$ cat config.mk
export PLATFORM = sky130hd
export DESIGN_NAME = ln_top
export DESIGN_NICKNAME = d
export VERILOG_FILES = /design/src/hdl/ln_pkg.sv /design/src/hdl/ln_ctrl_fsm.sv /design/src/hdl/ln_beat_counter.sv /design/src/hdl/ln_lane_accum.sv /design/src/hdl/ln_stats_div.sv /design/src/hdl/ln_frame_buffer.sv /design/src/hdl/ln_top.sv
export SDC_FILE = /design/constraint.sdc
export NUM_CORES = 2
export LEC_CHECK = 0
export ABC_AREA = 1
export BUFFER_PORTS_ARGS = -buffer_cell sky130_fd_sc_hd__buf_2
export CAP_MARGIN = 40
export CORE_AREA = 4 4 457 459
export DETAILED_ROUTE_END_ITERATION = 10
export DIE_AREA = 0 0 461 463
export GPL_ROUTABILITY_DRIVEN = 0
export GPL_TIMING_DRIVEN = 1
export PLACE_DENSITY = 0.62
export SLEW_MARGIN = 10
export SYNTH_ARGS = -nofsm -noshare
export SYNTH_HDL_FRONTEND = slang
export SYNTH_HIERARCHICAL = 1
export SYNTH_SLANG_ARGS = --single-unit
$ cat constraint.sdc
create_clock -name clk -period 6.81 [get_ports clk]
set_input_delay 2.043 -clock clk [delete_from_list [all_inputs] [get_ports clk]]
set_output_delay 2.043 -clock clk [all_outputs]
set_load 0.02 [all_outputs]
$ cat src/hdl/ln_pkg.sv
`default_nettype none

package ln_pkg;

    // one input sample
    localparam int LANE_WIDTH = 8;
    // one squared sample
    localparam int SQR_WIDTH = 16;
    // mean of squares, squared mean and variance
    localparam int VAR_WIDTH = 16;
    // unsigned input scale position
    localparam int SHIFT_WIDTH = 5;

    // frame sequencing
    typedef enum logic [1:0] {
        ST_SETUP  = 2'b00,
        ST_INPUT  = 2'b01,
        ST_STATS  = 2'b10,
        ST_OUTPUT = 2'b11
    } ln_state_e;

endpackage

`default_nettype wire

$ cat src/hdl/ln_ctrl_fsm.sv
`timescale 1ns/1ps
`default_nettype none

module ln_ctrl_fsm import ln_pkg::*; (
    input  logic      clk,
    input  logic      rstn,
    input  logic      in_data_num_vld,
    input  logic      input_done,
    input  logic      stats_done,
    input  logic      out_last_beat,
    output ln_state_e state
);

    ln_state_e next_state;

    always_ff @(posedge clk or negedge rstn) begin
        if (!rstn) begin
            state <= ST_SETUP;
        end else begin
            state <= next_state;
        end
    end

    always_comb begin
        next_state = state;
        case (state)
            // wait for a frame length
            ST_SETUP: begin
                if (in_data_num_vld) begin
                    next_state = ST_INPUT;
                end
            end
            ST_INPUT: begin
                if (input_done) begin
                    next_state = ST_STATS;
                end
            end
            // accumulator drain and divider run here
            ST_STATS: begin
                if (stats_done) begin
                    next_state = ST_OUTPUT;
                end
            end
            // back to setup once the final beat is read
            ST_OUTPUT: begin
                if (out_last_beat) begin
                    next_state = ST_SETUP;
                end
            end
            default: begin
                next_state = ST_SETUP;
            end
        endcase
    end

endmodule

`default_nettype wire

$ cat src/hdl/ln_beat_counter.sv
`timescale 1ns/1ps
`default_nettype none

module ln_beat_counter import ln_pkg::*; #(
    parameter int DATA_NUM_WIDTH = 10,
    parameter int BUS_NUM        = 8
) (
    input  logic                      clk,
    input  logic                      rstn,
    input  ln_state_e                 state,
    input  logic [DATA_NUM_WIDTH-1:0] in_data_num,
    input  logic                      in_data_num_vld,
    input  logic                      beat_vld,
    output logic                      input_done,
    output logic                      out_last_beat
);

    logic [DATA_NUM_WIDTH-1:0] beat_num;
    logic [DATA_NUM_WIDTH-1:0] beat_cnt;
    logic                      last_cnt;

    assign last_cnt      = (beat_cnt == beat_num - 1'b1);
    assign input_done    = beat_vld && (state == ST_INPUT) && last_cnt;
    assign out_last_beat = (state == ST_OUTPUT) && last_cnt;

    // beats per frame, length is taken only in setup
    always_ff @(posedge clk or negedge rstn) begin
        if (!rstn) begin
            beat_num <= '0;
        end else if (in_data_num_vld && state == ST_SETUP) begin
            beat_num <= in_data_num / DATA_NUM_WIDTH'(BUS_NUM);
        end
    end

    // input beats or readout beats, zero on every state change
    always_ff @(posedge clk or negedge rstn) begin
        if (!rstn) begin
            beat_cnt <= '0;
        end else begin
            case (state)
                ST_INPUT: begin
                    if (input_done) begin
                        beat_cnt <= '0;
                    end else if (beat_vld) begin
                        beat_cnt <= beat_cnt + 1'b1;
                    end
                end
                ST_OUTPUT: begin
                    if (out_last_beat) begin
                        beat_cnt <= '0;
                    end else begin
                        beat_cnt <= beat_cnt + 1'b1;
                    end
                end
                default: begin
                    beat_cnt <= '0;
                end
            endcase
        end
    end

endmodule

`default_nettype wire

$ cat src/hdl/ln_lane_accum.sv
`timescale 1ns/1ps
`default_nettype none

module ln_lane_accum import ln_pkg::*; #(
    parameter int BUS_NUM     = 8,
    parameter int SUM_WIDTH   = 24,
    parameter int SQSUM_WIDTH = 32
) (
    input  logic                          clk,
    input  logic                          rstn,
    input  ln_state_e                     state,
    input  logic [BUS_NUM*LANE_WIDTH-1:0] in_data,
    input  logic                          beat_vld,
    input  logic                          input_done,
    output logic [SUM_WIDTH-1:0]          acc_sum,
    output logic [SQSUM_WIDTH-1:0]        acc_sqsum,
    output logic                          acc_done
);

    logic signed [SQR_WIDTH-1:0]  lane_ext [BUS_NUM];
    logic signed [LANE_WIDTH-1:0] smp_q [BUS_NUM];
    logic [SQR_WIDTH-1:0]         sqr_q [BUS_NUM];
    logic                         s1_vld;
    logic [SUM_WIDTH-1:0]         sum_c;
    logic [SQSUM_WIDTH-1:0]       sqsum_c;
    logic [SUM_WIDTH-1:0]         lane_sum;
    logic [SQSUM_WIDTH-1:0]       lane_sqsum;
    logic                         s2_vld;
    logic [2:0]                   done_dly;

    // sign extend so the square is formed at full width
    always_comb begin
        for (int i = 0; i < BUS_NUM; i++) begin
            lane_ext[i] = SQR_WIDTH'($signed(in_data[i*LANE_WIDTH +: LANE_WIDTH]));
        end
    end

    // stage 1, samples and squares
    always_ff @(posedge clk or negedge rstn) begin
        if (!rstn) begin
            s1_vld <= 1'b0;
            for (int i = 0; i < BUS_NUM; i++) begin
                smp_q[i] <= '0;
                sqr_q[i] <= '0;
            end
        end else begin
            s1_vld <= beat_vld;
            if (beat_vld) begin
                for (int i = 0; i < BUS_NUM; i++) begin
                    smp_q[i] <= lane_ext[i][LANE_WIDTH-1:0];
                    sqr_q[i] <= lane_ext[i] * lane_ext[i];
                end
            end
        end
    end

    always_comb begin
        sum_c   = '0;
        sqsum_c = '0;
        for (int i = 0; i < BUS_NUM; i++) begin
            sum_c   = sum_c + SUM_WIDTH'(smp_q[i]);
            sqsum_c = sqsum_c + SQSUM_WIDTH'(sqr_q[i]);
        end
    end

    // stage 2 lane sums, stage 3 frame accumulation
    always_ff @(posedge clk or negedge rstn) begin
        if (!rstn) begin
            lane_sum   <= '0;
            lane_sqsum <= '0;
            s2_vld     <= 1'b0;
            acc_sum    <= '0;
            acc_sqsum  <= '0;
            done_dly   <= '0;
        end else begin
            lane_sum   <= sum_c;
            lane_sqsum <= sqsum_c;
            s2_vld     <= s1_vld;
            done_dly   <= {done_dly[1:0], input_done};
            if (state == ST_SETUP) begin
                acc_sum   <= '0;
                acc_sqsum <= '0;
            end else if (s2_vld) begin
                acc_sum   <= acc_sum + lane_sum;
                acc_sqsum <= acc_sqsum + lane_sqsum;
            end
        end
    end

    assign acc_done = done_dly[2];

endmodule

`default_nettype wire

$ cat src/hdl/ln_stats_div.sv
`timescale 1ns/1ps
`default_nettype none

module ln_stats_div import ln_pkg::*; #(
    parameter int DATA_NUM_WIDTH = 10,
    parameter int SUM_WIDTH      = 24,
    parameter int SQSUM_WIDTH    = 32
) (
    input  logic                         clk,
    input  logic                         rstn,
    input  ln_state_e                    state,
    input  logic [DATA_NUM_WIDTH-1:0]    in_data_num,
    input  logic                         in_data_num_vld,
    input  logic [SHIFT_WIDTH-1:0]       in_scale_pos,
    input  logic                         in_scale_pos_vld,
    input  logic [SUM_WIDTH-1:0]         acc_sum,
    input  logic [SQSUM_WIDTH-1:0]       acc_sqsum,
    input  logic                         acc_done,
    output logic signed [LANE_WIDTH-1:0] mean,
    output logic [VAR_WIDTH-1:0]         variance,
    output logic                         stats_vld,
    output logic                         stats_done
);

    localparam int CNT_W = $clog2(SQSUM_WIDTH + 1);

    logic [DATA_NUM_WIDTH-1:0] data_num;
    logic [SHIFT_WIDTH-1:0]    scale_pos;
    logic [SUM_WIDTH-1:0]      sum_mag;
    logic                      sum_neg;
    logic                      busy;
    logic                      pass_sq;
    logic [CNT_W-1:0]          cnt;
    logic [DATA_NUM_WIDTH-1:0] rem;
    logic [SQSUM_WIDTH-1:0]    quo;
    logic [DATA_NUM_WIDTH:0]   rem_shift;
    logic                      rem_ge;
    logic [DATA_NUM_WIDTH-1:0] rem_next;
    logic [SQSUM_WIDTH-1:0]    quo_next;
    logic [VAR_WIDTH-1:0]      msq;
    logic [VAR_WIDTH-1:0]      msq_sh;
    logic [VAR_WIDTH-1:0]      sq_mean;
    logic                      var_p1;
    logic                      var_p2;

    always_ff @(posedge clk or negedge rstn) begin
        if (!rstn) begin
            data_num  <= '0;
            scale_pos <= '0;
        end else begin
            if (in_data_num_vld && state == ST_SETUP) begin
                data_num <= in_data_num;
            end
            if (in_scale_pos_vld) begin
                scale_pos <= in_scale_pos;
            end
        end
    end

    // divide magnitudes, the sign goes back on the quotient
    assign sum_mag = acc_sum[SUM_WIDTH-1] ? -acc_sum : acc_sum;

    // one restoring step per cycle, dividend bits shift out as quotient bits shift in
    assign rem_shift = {rem, quo[SQSUM_WIDTH-1]};
    assign rem_ge    = (rem_shift >= {1'b0, data_num});
    assign rem_next  = rem_ge ? DATA_NUM_WIDTH'(rem_shift - {1'b0, data_num})
                              : rem_shift[DATA_NUM_WIDTH-1:0];
    assign quo_next  = {quo[SQSUM_WIDTH-2:0], rem_ge};

    always_ff @(posedge clk or negedge rstn) begin
        if (!rstn) begin
            busy       <= 1'b0;
            pass_sq    <= 1'b0;
            cnt        <= '0;
            rem        <= '0;
            quo        <= '0;
            sum_neg    <= 1'b0;
            mean       <= '0;
            msq        <= '0;
            msq_sh     <= '0;
            sq_mean    <= '0;
            variance   <= '0;
            var_p1     <= 1'b0;
            var_p2     <= 1'b0;
            stats_vld  <= 1'b0;
            stats_done <= 1'b0;
        end else begin
            var_p1     <= 1'b0;
            var_p2     <= var_p1;
            stats_done <= var_p2;
            if (acc_done) begin
                // mean pass, sum left aligned in the shift register
                busy    <= 1'b1;
                pass_sq <= 1'b0;
                cnt     <= CNT_W'(SUM_WIDTH - 1);
                rem     <= '0;
                quo     <= {sum_mag, {(SQSUM_WIDTH - SUM_WIDTH){1'b0}}};
                sum_neg <= acc_sum[SUM_WIDTH-1];
            end else if (busy) begin
                rem <= rem_next;
                quo <= quo_next;
                cnt <= cnt - 1'b1;
                if (cnt == '0) begin
                    if (!pass_sq) begin
                        mean    <= sum_neg ? -quo_next[LANE_WIDTH-1:0]
                                           : quo_next[LANE_WIDTH-1:0];
                        pass_sq <= 1'b1;
                        cnt     <= CNT_W'(SQSUM_WIDTH - 1);
                        rem     <= '0;
                        quo     <= acc_sqsum;
                    end else begin
                        msq    <= quo_next[VAR_WIDTH-1:0];
                        busy   <= 1'b0;
                        var_p1 <= 1'b1;
                    end
                end
            end
            if (var_p1) begin
                msq_sh  <= msq >> scale_pos;
                sq_mean <= mean * mean;
            end
            if (var_p2) begin
                variance  <= msq_sh - sq_mean;
                stats_vld <= 1'b1;
            end else if (in_data_num_vld && state == ST_SETUP) begin
                stats_vld <= 1'b0;
            end
        end
    end

endmodule

`default_nettype wire

$ cat src/hdl/ln_frame_buffer.sv
`timescale 1ns/1ps
`default_nettype none

module ln_frame_buffer import ln_pkg::*; #(
    parameter int BUS_NUM   = 8,
    parameter int MAX_BEATS = 16
) (
    input  logic                          clk,
    input  logic                          rstn,
    input  ln_state_e                     state,
    input  logic [BUS_NUM*LANE_WIDTH-1:0] in_data,
    input  logic                          beat_vld,
    input  logic signed [LANE_WIDTH-1:0]  mean,
    input  logic                          out_last_beat,
    output logic [BUS_NUM*LANE_WIDTH-1:0] out_data,
    output logic                          out_data_vld,
    output logic                          out_data_last
);

    localparam int PTR_W = (MAX_BEATS > 1) ? $clog2(MAX_BEATS) : 1;

    logic [BUS_NUM*LANE_WIDTH-1:0] mem [MAX_BEATS];
    logic [PTR_W-1:0]              wr_ptr;
    logic [PTR_W-1:0]              rd_ptr;
    logic                          rd_en;

    assign rd_en = (state == ST_OUTPUT);

    always_ff @(posedge clk) begin
        if (beat_vld) begin
            mem[wr_ptr] <= in_data;
        end
    end

    // a frame always starts at entry zero
    always_ff @(posedge clk or negedge rstn) begin
        if (!rstn) begin
            wr_ptr <= '0;
            rd_ptr <= '0;
        end else if (state == ST_SETUP) begin
            wr_ptr <= '0;
            rd_ptr <= '0;
        end else begin
            if (beat_vld) begin
                wr_ptr <= wr_ptr + 1'b1;
            end
            if (rd_en) begin
                rd_ptr <= rd_ptr + 1'b1;
            end
        end
    end

    // centred replay, each lane wraps in 8 bits
    always_ff @(posedge clk or negedge rstn) begin
        if (!rstn) begin
            out_data      <= '0;
            out_data_vld  <= 1'b0;
            out_data_last <= 1'b0;
        end else begin
            out_data_vld  <= rd_en;
            out_data_last <= out_last_beat;
            for (int i = 0; i < BUS_NUM; i++) begin
                out_data[i*LANE_WIDTH +: LANE_WIDTH] <=
                    mem[rd_ptr][i*LANE_WIDTH +: LANE_WIDTH] - mean;
            end
        end
    end

endmodule

`default_nettype wire

$ cat src/hdl/ln_top.sv
`timescale 1ns/1ps
`default_nettype none

module ln_top import ln_pkg::*; #(
    parameter int BUS_NUM        = 8,
    parameter int DATA_NUM_WIDTH = 10,
    parameter int MAX_BEATS      = 16,
    parameter int SUM_WIDTH      = 24,
    parameter int SQSUM_WIDTH    = 32
) (
    input  logic                          clk,
    input  logic                          rstn,
    input  logic [DATA_NUM_WIDTH-1:0]     in_data_num,
    input  logic                          in_data_num_vld,
    input  logic [SHIFT_WIDTH-1:0]        in_scale_pos,
    input  logic                          in_scale_pos_vld,
    input  logic [BUS_NUM*LANE_WIDTH-1:0] in_data,
    input  logic                          in_data_vld,
    output logic [BUS_NUM*LANE_WIDTH-1:0] out_data,
    output logic                          out_data_vld,
    output logic                          out_data_last,
    output logic [LANE_WIDTH-1:0]         out_mean,
    output logic [VAR_WIDTH-1:0]          out_var,
    output logic                          stats_vld
);

    ln_state_e                    state;
    logic                         beat_vld;
    logic                         input_done;
    logic                         out_last_beat;
    logic [SUM_WIDTH-1:0]         acc_sum;
    logic [SQSUM_WIDTH-1:0]       acc_sqsum;
    logic                         acc_done;
    logic signed [LANE_WIDTH-1:0] mean;
    logic                         stats_done;

    // beats outside the input state are dropped
    assign beat_vld = in_data_vld && (state == ST_INPUT);
    assign out_mean = mean;

    ln_ctrl_fsm u_ctrl_fsm (
        .clk             (clk),
        .rstn            (rstn),
        .in_data_num_vld (in_data_num_vld),
        .input_done      (input_done),
        .stats_done      (stats_done),
        .out_last_beat   (out_last_beat),
        .state           (state)
    );

    ln_beat_counter #(
        .DATA_NUM_WIDTH (DATA_NUM_WIDTH),
        .BUS_NUM        (BUS_NUM)
    ) u_beat_counter (
        .clk             (clk),
        .rstn            (rstn),
        .state           (state),
        .in_data_num     (in_data_num),
        .in_data_num_vld (in_data_num_vld),
        .beat_vld        (beat_vld),
        .input_done      (input_done),
        .out_last_beat   (out_last_beat)
    );

    ln_lane_accum #(
        .BUS_NUM     (BUS_NUM),
        .SUM_WIDTH   (SUM_WIDTH),
        .SQSUM_WIDTH (SQSUM_WIDTH)
    ) u_lane_accum (
        .clk        (clk),
        .rstn       (rstn),
        .state      (state),
        .in_data    (in_data),
        .beat_vld   (beat_vld),
        .input_done (input_done),
        .acc_sum    (acc_sum),
        .acc_sqsum  (acc_sqsum),
        .acc_done   (acc_done)
    );

    ln_stats_div #(
        .DATA_NUM_WIDTH (DATA_NUM_WIDTH),
        .SUM_WIDTH      (SUM_WIDTH),
        .SQSUM_WIDTH    (SQSUM_WIDTH)
    ) u_stats_div (
        .clk              (clk),
        .rstn             (rstn),
        .state            (state),
        .in_data_num      (in_data_num),
        .in_data_num_vld  (in_data_num_vld),
        .in_scale_pos     (in_scale_pos),
        .in_scale_pos_vld (in_scale_pos_vld),
        .acc_sum          (acc_sum),
        .acc_sqsum        (acc_sqsum),
        .acc_done         (acc_done),
        .mean             (mean),
        .variance         (out_var),
        .stats_vld        (stats_vld),
        .stats_done       (stats_done)
    );

    ln_frame_buffer #(
        .BUS_NUM   (BUS_NUM),
        .MAX_BEATS (MAX_BEATS)
    ) u_frame_buffer (
        .clk           (clk),
        .rstn          (rstn),
        .state         (state),
        .in_data       (in_data),
        .beat_vld      (beat_vld),
        .mean          (mean),
        .out_last_beat (out_last_beat),
        .out_data      (out_data),
        .out_data_vld  (out_data_vld),
        .out_data_last (out_data_last)
    );

endmodule

`default_nettype wire

### Word-level counts from Yosys, hierarchy flattened

Memories as Yosys holds them, arrays and structs flattened.
Index checks and enable logic that the tools add are counted.

* output and inout bits: 91
* bits in read-only memories: 0
* flip-flop bits (word level): 544
* memories kept: 1
* RAM bits: 1024
* logic and storage cells: 168
* bits in latches: 0

Memories
* u_frame_buffer.mem: words 16, width 64, rd ports 1, clocked after memory_dff 0, wr ports 1, line ln_frame_buffer.sv:22 `logic [BUS_NUM*LANE_WIDTH-1:0] mem [MAX_BEATS];`

* shifts and indexed selects: 1
* reductions and logical operators: 17
* divide/modulo/power cells: 0
* multiplexer cells: 47
* add/subtract/negate cells: 33
* multiply operators: 9
* order comparisons: 1
* bitwise gates (word level): 2
* equality and inequality tests: 9

Operators by type and width (number)
* $add 32x16->32: 6
* $mux 32: 6
* $add 24x24->24: 7
* $mul 8x8->16: 9
* $mux 10: 8
* $mux 24: 3
* $sub 8x8->8: 8
* $add 32x32->32: 1
* $mux 6: 4
* $neg 24->24: 1
* $pmux 10 s2: 1
* $add 16x16->17: 1
* $mux 4: 4
* $shr 16x5->16: 1
* $sub 16x16->16: 1
* $mux 1: 15
* $reduce_and 4->1: 3
* $reduce_bool 2->1: 6
* $ge 11x10->1: 1
* $add 10x1->10 const B: 1
* $eq 10x10->1: 1
* $sub 10x10->10: 1
* $add 8x8->9: 1
* $add 4x1->4 const B: 2
* 16 further kinds: 27

### Longest topological paths before layout

* word-level depth: 7
* mapped depth: 24

### By module

Netlist, hierarchy kept.

Modules (own cells, without submodules)
* ln_frame_buffer: area an instance 44367.6 µm², instances 1, cells an instance 3387
* ln_lane_accum: area an instance 35218.8 µm², instances 1, cells an instance 4459
* ln_stats_div: area an instance 10620.2 µm², instances 1, cells an instance 1443
* ln_beat_counter: area an instance 1133.6 µm², instances 1, cells an instance 159
* ln_ctrl_fsm: area an instance 215.2 µm², instances 1, cells an instance 27
* ln_top: area an instance 10.0 µm², instances 1, cells an instance 2

### Worst setup path before layout

No wires, ideal clock.

* path kind: input to register
* start point: input in_data[39]
* end point: register u_lane_accum/sqr_q[59] in the netlist's numbering
* setup slack: 0.936 ns
* buffers on the path: 1
* data required time: 6.680 ns
* arrival time: 5.744 ns
* cell stages on the path: 18
* cells stage by stage: clkbuf_1 > inv_1 > or2_2 > fa_1 > inv_1 > fa_1 > fa_1 > inv_1 > fa_1 > inv_1 > ha_1 > nand2_1 > o21ai_0 > inv_1 > nand2_1 > or2_2 > nand3_1 > o21ai_0

* word-level cells in the longest chain between the ends: 1

RTL lines
* start: declaration: line ln_top.sv:17 `input logic [BUS_NUM*LANE_WIDTH-1:0] in_data,`
* $mul 8x8->16: line ln_lane_accum.sv:51 `sqr_q[i] <= lane_ext[i] * lane_ext[i];`
* end signal: indexed assignment: line ln_lane_accum.sv:51
* end: declaration: line ln_lane_accum.sv:22 `logic [SQR_WIDTH-1:0] sqr_q [BUS_NUM];`

Every way passes these cells.
A chain may end at the register's enable or synchronous reset.

### Worst setup path after layout

* start point: input in_data[23]
* end point: register u_lane_accum/sqr_q[93] in the netlist's numbering

Same word-level chain as after synthesis.

==> impl.org <==
** Yosys
- By area the synthesized netlist is led by edfxtp_1 34%, dfrtp_1 14%, fa_1 12%.
- Yosys mapped the design onto 63 distinct sky130hd cell types.
- Cell Area, Synth :: 91600 um2
- Yosys mapped a number of flops with a built-in enable equal to 1024.
- Sequential area share after synthesis :: 47.4%
- Fraction of synthesized cell area taken by the top area cell type :: 33.6%
- The cell count after synthesis came out at 9477.
- The number of nets in the synthesized netlist is 10500.
- Async SR Flop Fraction :: 33.0%
- Among all flip-flop cells after synthesis, the most frequent one is edfxtp_1.
- Warnings from Yosys :: 6
- Number of synthesized register bits :: 1529
- Syn Area/Cell :: 9.66 um2
- The synthesized design spends more area on one cell type than any other, namely edfxtp_1.

** Global routing
- The global routing stage identified its most utilized layer as met2.
- The first global-routing pass estimated 404000 um of wire.
- Number of global-route vias before repair :: 66800
- Entering global routing, the biggest net connects 210 pins.
- Met1 GRT Util :: 34.1%
- Global routing consumed, on the met3 layer, 3.97% of the routing resources.
- Global routing used 24.5% of the available tracks.
- Number of antenna violations at the first check in global routing :: 41
- Leftover overflow at the end of global routing :: 0
- Global routing usage on met2 :: 39.2%

** Worst setup path
- STA classifies the critical path startpoint as an input pin.
- Cell type of the slowest stage on the worst timing path :: fa_1
- Element type at the critical path end :: register
- CP Data Required Time :: 7470 ps
- Setup CP Type :: input pin to register
- Arrival time reported for the critical path endpoint :: 6270 ps
- Cell-by-cell listing of the critical path :: buf_2, inv_1, or2_2, fa_1, inv_1, fa_1, fa_1, inv_1, fa_1, inv_1, ha_1, nand2_1, nor3_1, nand2_1, nand3_1, nand3_1, nand2_1, nand2_1, nand3_1, o21ai_0
- In this design, the stage delay of the slowest critical-path cell is 490 ps.
- Of all nets on the critical path, the largest fanout is 11.

** Clock network
- The number of gates resized after CTS was 0.
- Hold-fix buffer count after cts :: 0
- Clock latency on the worst-skew pair, taken at its later pin, is 820 ps.
- Clock tree from TritonCTS :: done
- Num CTS Buffers :: 162
- The clock drives 1529 sinks.
- H-Tree Depth :: 4
- CTS Root Cell :: clkbuf_16
- After clock tree synthesis, the clock-pin slew on the worst setup and hold paths is 60 ps.
- The clock passes through at most 3 buffers.
- Buffers inserted by post-CTS timing repair :: 0

** Status
- Run status :: completed

** STA
- Pins over their slew limit :: 0
- Portion of the clock cycle consumed by the worst path in the final layout :: 82.4%
- Setup repair after global routing left no endpoint under its margin.
- Largest clock skew in the final design :: 40.3 ps
- Worst slew margin relative to its limit :: 35.0%
- The final hold violation count is 0.
- For the pin with the worst max-slew slack, the measured transition is 976 ps.
- The worst path in the final design needs a cycle of 5610 ps, including I/O delays and setup.
- Summed negative setup slack over all endpoints :: 0 ps
- Endpoints failing setup :: 0
- For this run, the top clock speed supported by timing is 178 MHz.

** Layout
- Counting the fill cells in the layout gives 18600.
- After the last flow step, the layout net total stands at 10600.
- Core Util, Final :: 49.6%
- The area growth from synthesis to layout is 10.7%.
- The post-route netlist has 7.49% of its cells at a drive strength greater than 1.

** Die
- Height of the die :: 463 um
- Die area :: 213000 um2
- Area of the core region :: 204000 um2
- The die is 461 um wide.
- For this design the top-level I/O count stands at 175.
- Std cell rows :: 166
- Initial standard-cell utilization of the core :: 44.8%

** Hold path
- Min-Delay Path Class :: register to register

** Placement
- Port buffering added 174 buffers.
- Detailed placement finished with a half-perimeter wire length of 180000 um.

** Drt
- Summing over every cut layer, the via total after detailed routing is 68000.
- Detailed-route wire length per cell :: 21.2 um
- For this block, the routed nets add up to 264000 um of wire.
- Post-DR vias/cell :: 5.48
- In the routed design, unresolved DRC markers number 0.
- The count of nets left with antenna violations once routing finished came out at 0.
- The first detailed-routing pass took 8 iterations.
- The first routing iteration left 6514 violations.

** Job
- Number of violations of the max-capacitance limit :: 0
-- kinds of logic after synthesis --
group / share of synthesized area, %
and+or+nand+nor: 14.6
muxes: 0.0355
DFF: 47.4
buffers and inverters: 8.19
xor gates and xnor gates: 1.87
adders and majority gates: 17.8
AOI/OAI and AO/OA: 10.1
-- flip-flops by register name, indices dropped and copies added, names as in the netlist, 14 cells and up --
name                     cells
u_frame_buffer/mem        1024
u_frame_buffer/out_data     64
u_lane_accum/lane_sum       14
u_stats_div/sq_mean         15
u_stats_div/variance        16
u_lane_accum/sqr_q         112
u_stats_div/msq_sh          16
u_lane_accum/lane_sqsum     20
u_stats_div/msq             16
u_lane_accum/acc_sum        24
u_lane_accum/smp_q          64
u_lane_accum/acc_sqsum      32
u_stats_div/quo             32
-- per-layer routing --
layer	vias up	wire length [um]
li1	31300	-
met1	33700	113000
met2	2423	123000
met3	465	19400
met4	30	8710
met5	-	178
-- stage by stage --
step                      hold slack (ps)  setup WS, ps  cells  instance area [um2]
final                                 324          1200  12400               101000
after global routing                  345           954  12400               101000
after CTS                             324          1340  12400               101000
after detailed placement              335           453  12100                95800
after global placement                334           435  12100                95600
after floorplan                       331           936   9477                91600
-- worst max-delay path: cells and delay by family --
family | cells | cell delay, ps
adder cells (fa/ha/maj) | 5 | 2230
AND/OR/NAND/NOR | 9 | 1110
buffers and inverters | 5 | 780
AO/OA/AOI/OAI | 1 | 100
-- placed cells by master, fill, tap and decap left out, types with 20 or more instances in the layout --
cell and count:
nand2_1 1713, inv_1 1513, edfxtp_1 1024, o21ai_0 828, nor2_1 818, fa_1 546, dfrtp_1 501, nand3_1 486
ha_1 432, a21oi_1 289, buf_2 173, clkbuf_16 165, o221ai_1 162, buf_4 132, xor2_1 105, xnor2_1 91
o211ai_1 84, o22ai_1 77, a31oi_1 63, nand4_1 53, or2_2 51, nor3_1 35, clkinv_2 34, clkbuf_1 32
o21bai_1 30, buf_12 22, nor2_4 21, o21ai_1 20
-- synthesized netlist by cell type, drive strengths merged (4+ instances only) --
master / instances
and2: 5
and3: 8
nand3b: 11
o221ai: 162
a22o: 4
o21bai: 30
o22ai: 77
nand2: 1729
o21ai: 856
nand4: 54
xnor2: 91
nor3: 39
nor2: 850
edfxtp: 1024
clkbuf: 269
o211ai: 84
xor2: 105
a21o: 9
a31oi: 63
fa: 546
dfrtp: 505
nand3: 491
ha: 432
a21oi: 292
buf: 133
inv: 1521
or2: 54
clkinv: 5
a22oi: 6
-- worst paths after layout --
path	start	endpoint	slack [ps]	depth (start not counted)
setup / recovery	in_data[23]	u_lane_accum/sqr_q[93]$_DFFE_PN0P_	1200	20
hold / removal	u_lane_accum/done_dly[1]$_DFF_PN0_	u_lane_accum/done_dly[2]$_DFF_PN0_	320	0
setup reg to reg	u_stats_div/mean[7]$_DFFE_PN0P_	u_stats_div/sq_mean[12]$_DFFE_PN0P_	2060	17
hold reg to reg	u_lane_accum/done_dly[1]$_DFF_PN0_	u_lane_accum/done_dly[2]$_DFF_PN0_	320	0
max in group asynchronous	rstn	u_stats_div/variance[11]$_DFFE_PN0P_	4150	2
min in group asynchronous	rstn	u_lane_accum/acc_sum[19]$_DFFE_PN0P_	1300	1
-- final cells by class --
type | instances | area (um2) | area share, %
antenna | 13 | 32.5 | 0.0321
clock buffer | 213 | 4470 | 4.41
clock inverter | 89 | 1060 | 1.05
inverter | 1526 | 5750 | 5.68
multi-input combinational | 6020 | 40800 | 40.3
sequential | 1529 | 43400 | 42.8
tap | 2688 | 3360 | 3.32
timing repair buffer | 334 | 2480 | 2.44
Power is not shown: default switching activity piles up to over one toggle a cycle in this logic, so the estimate is an artifact.
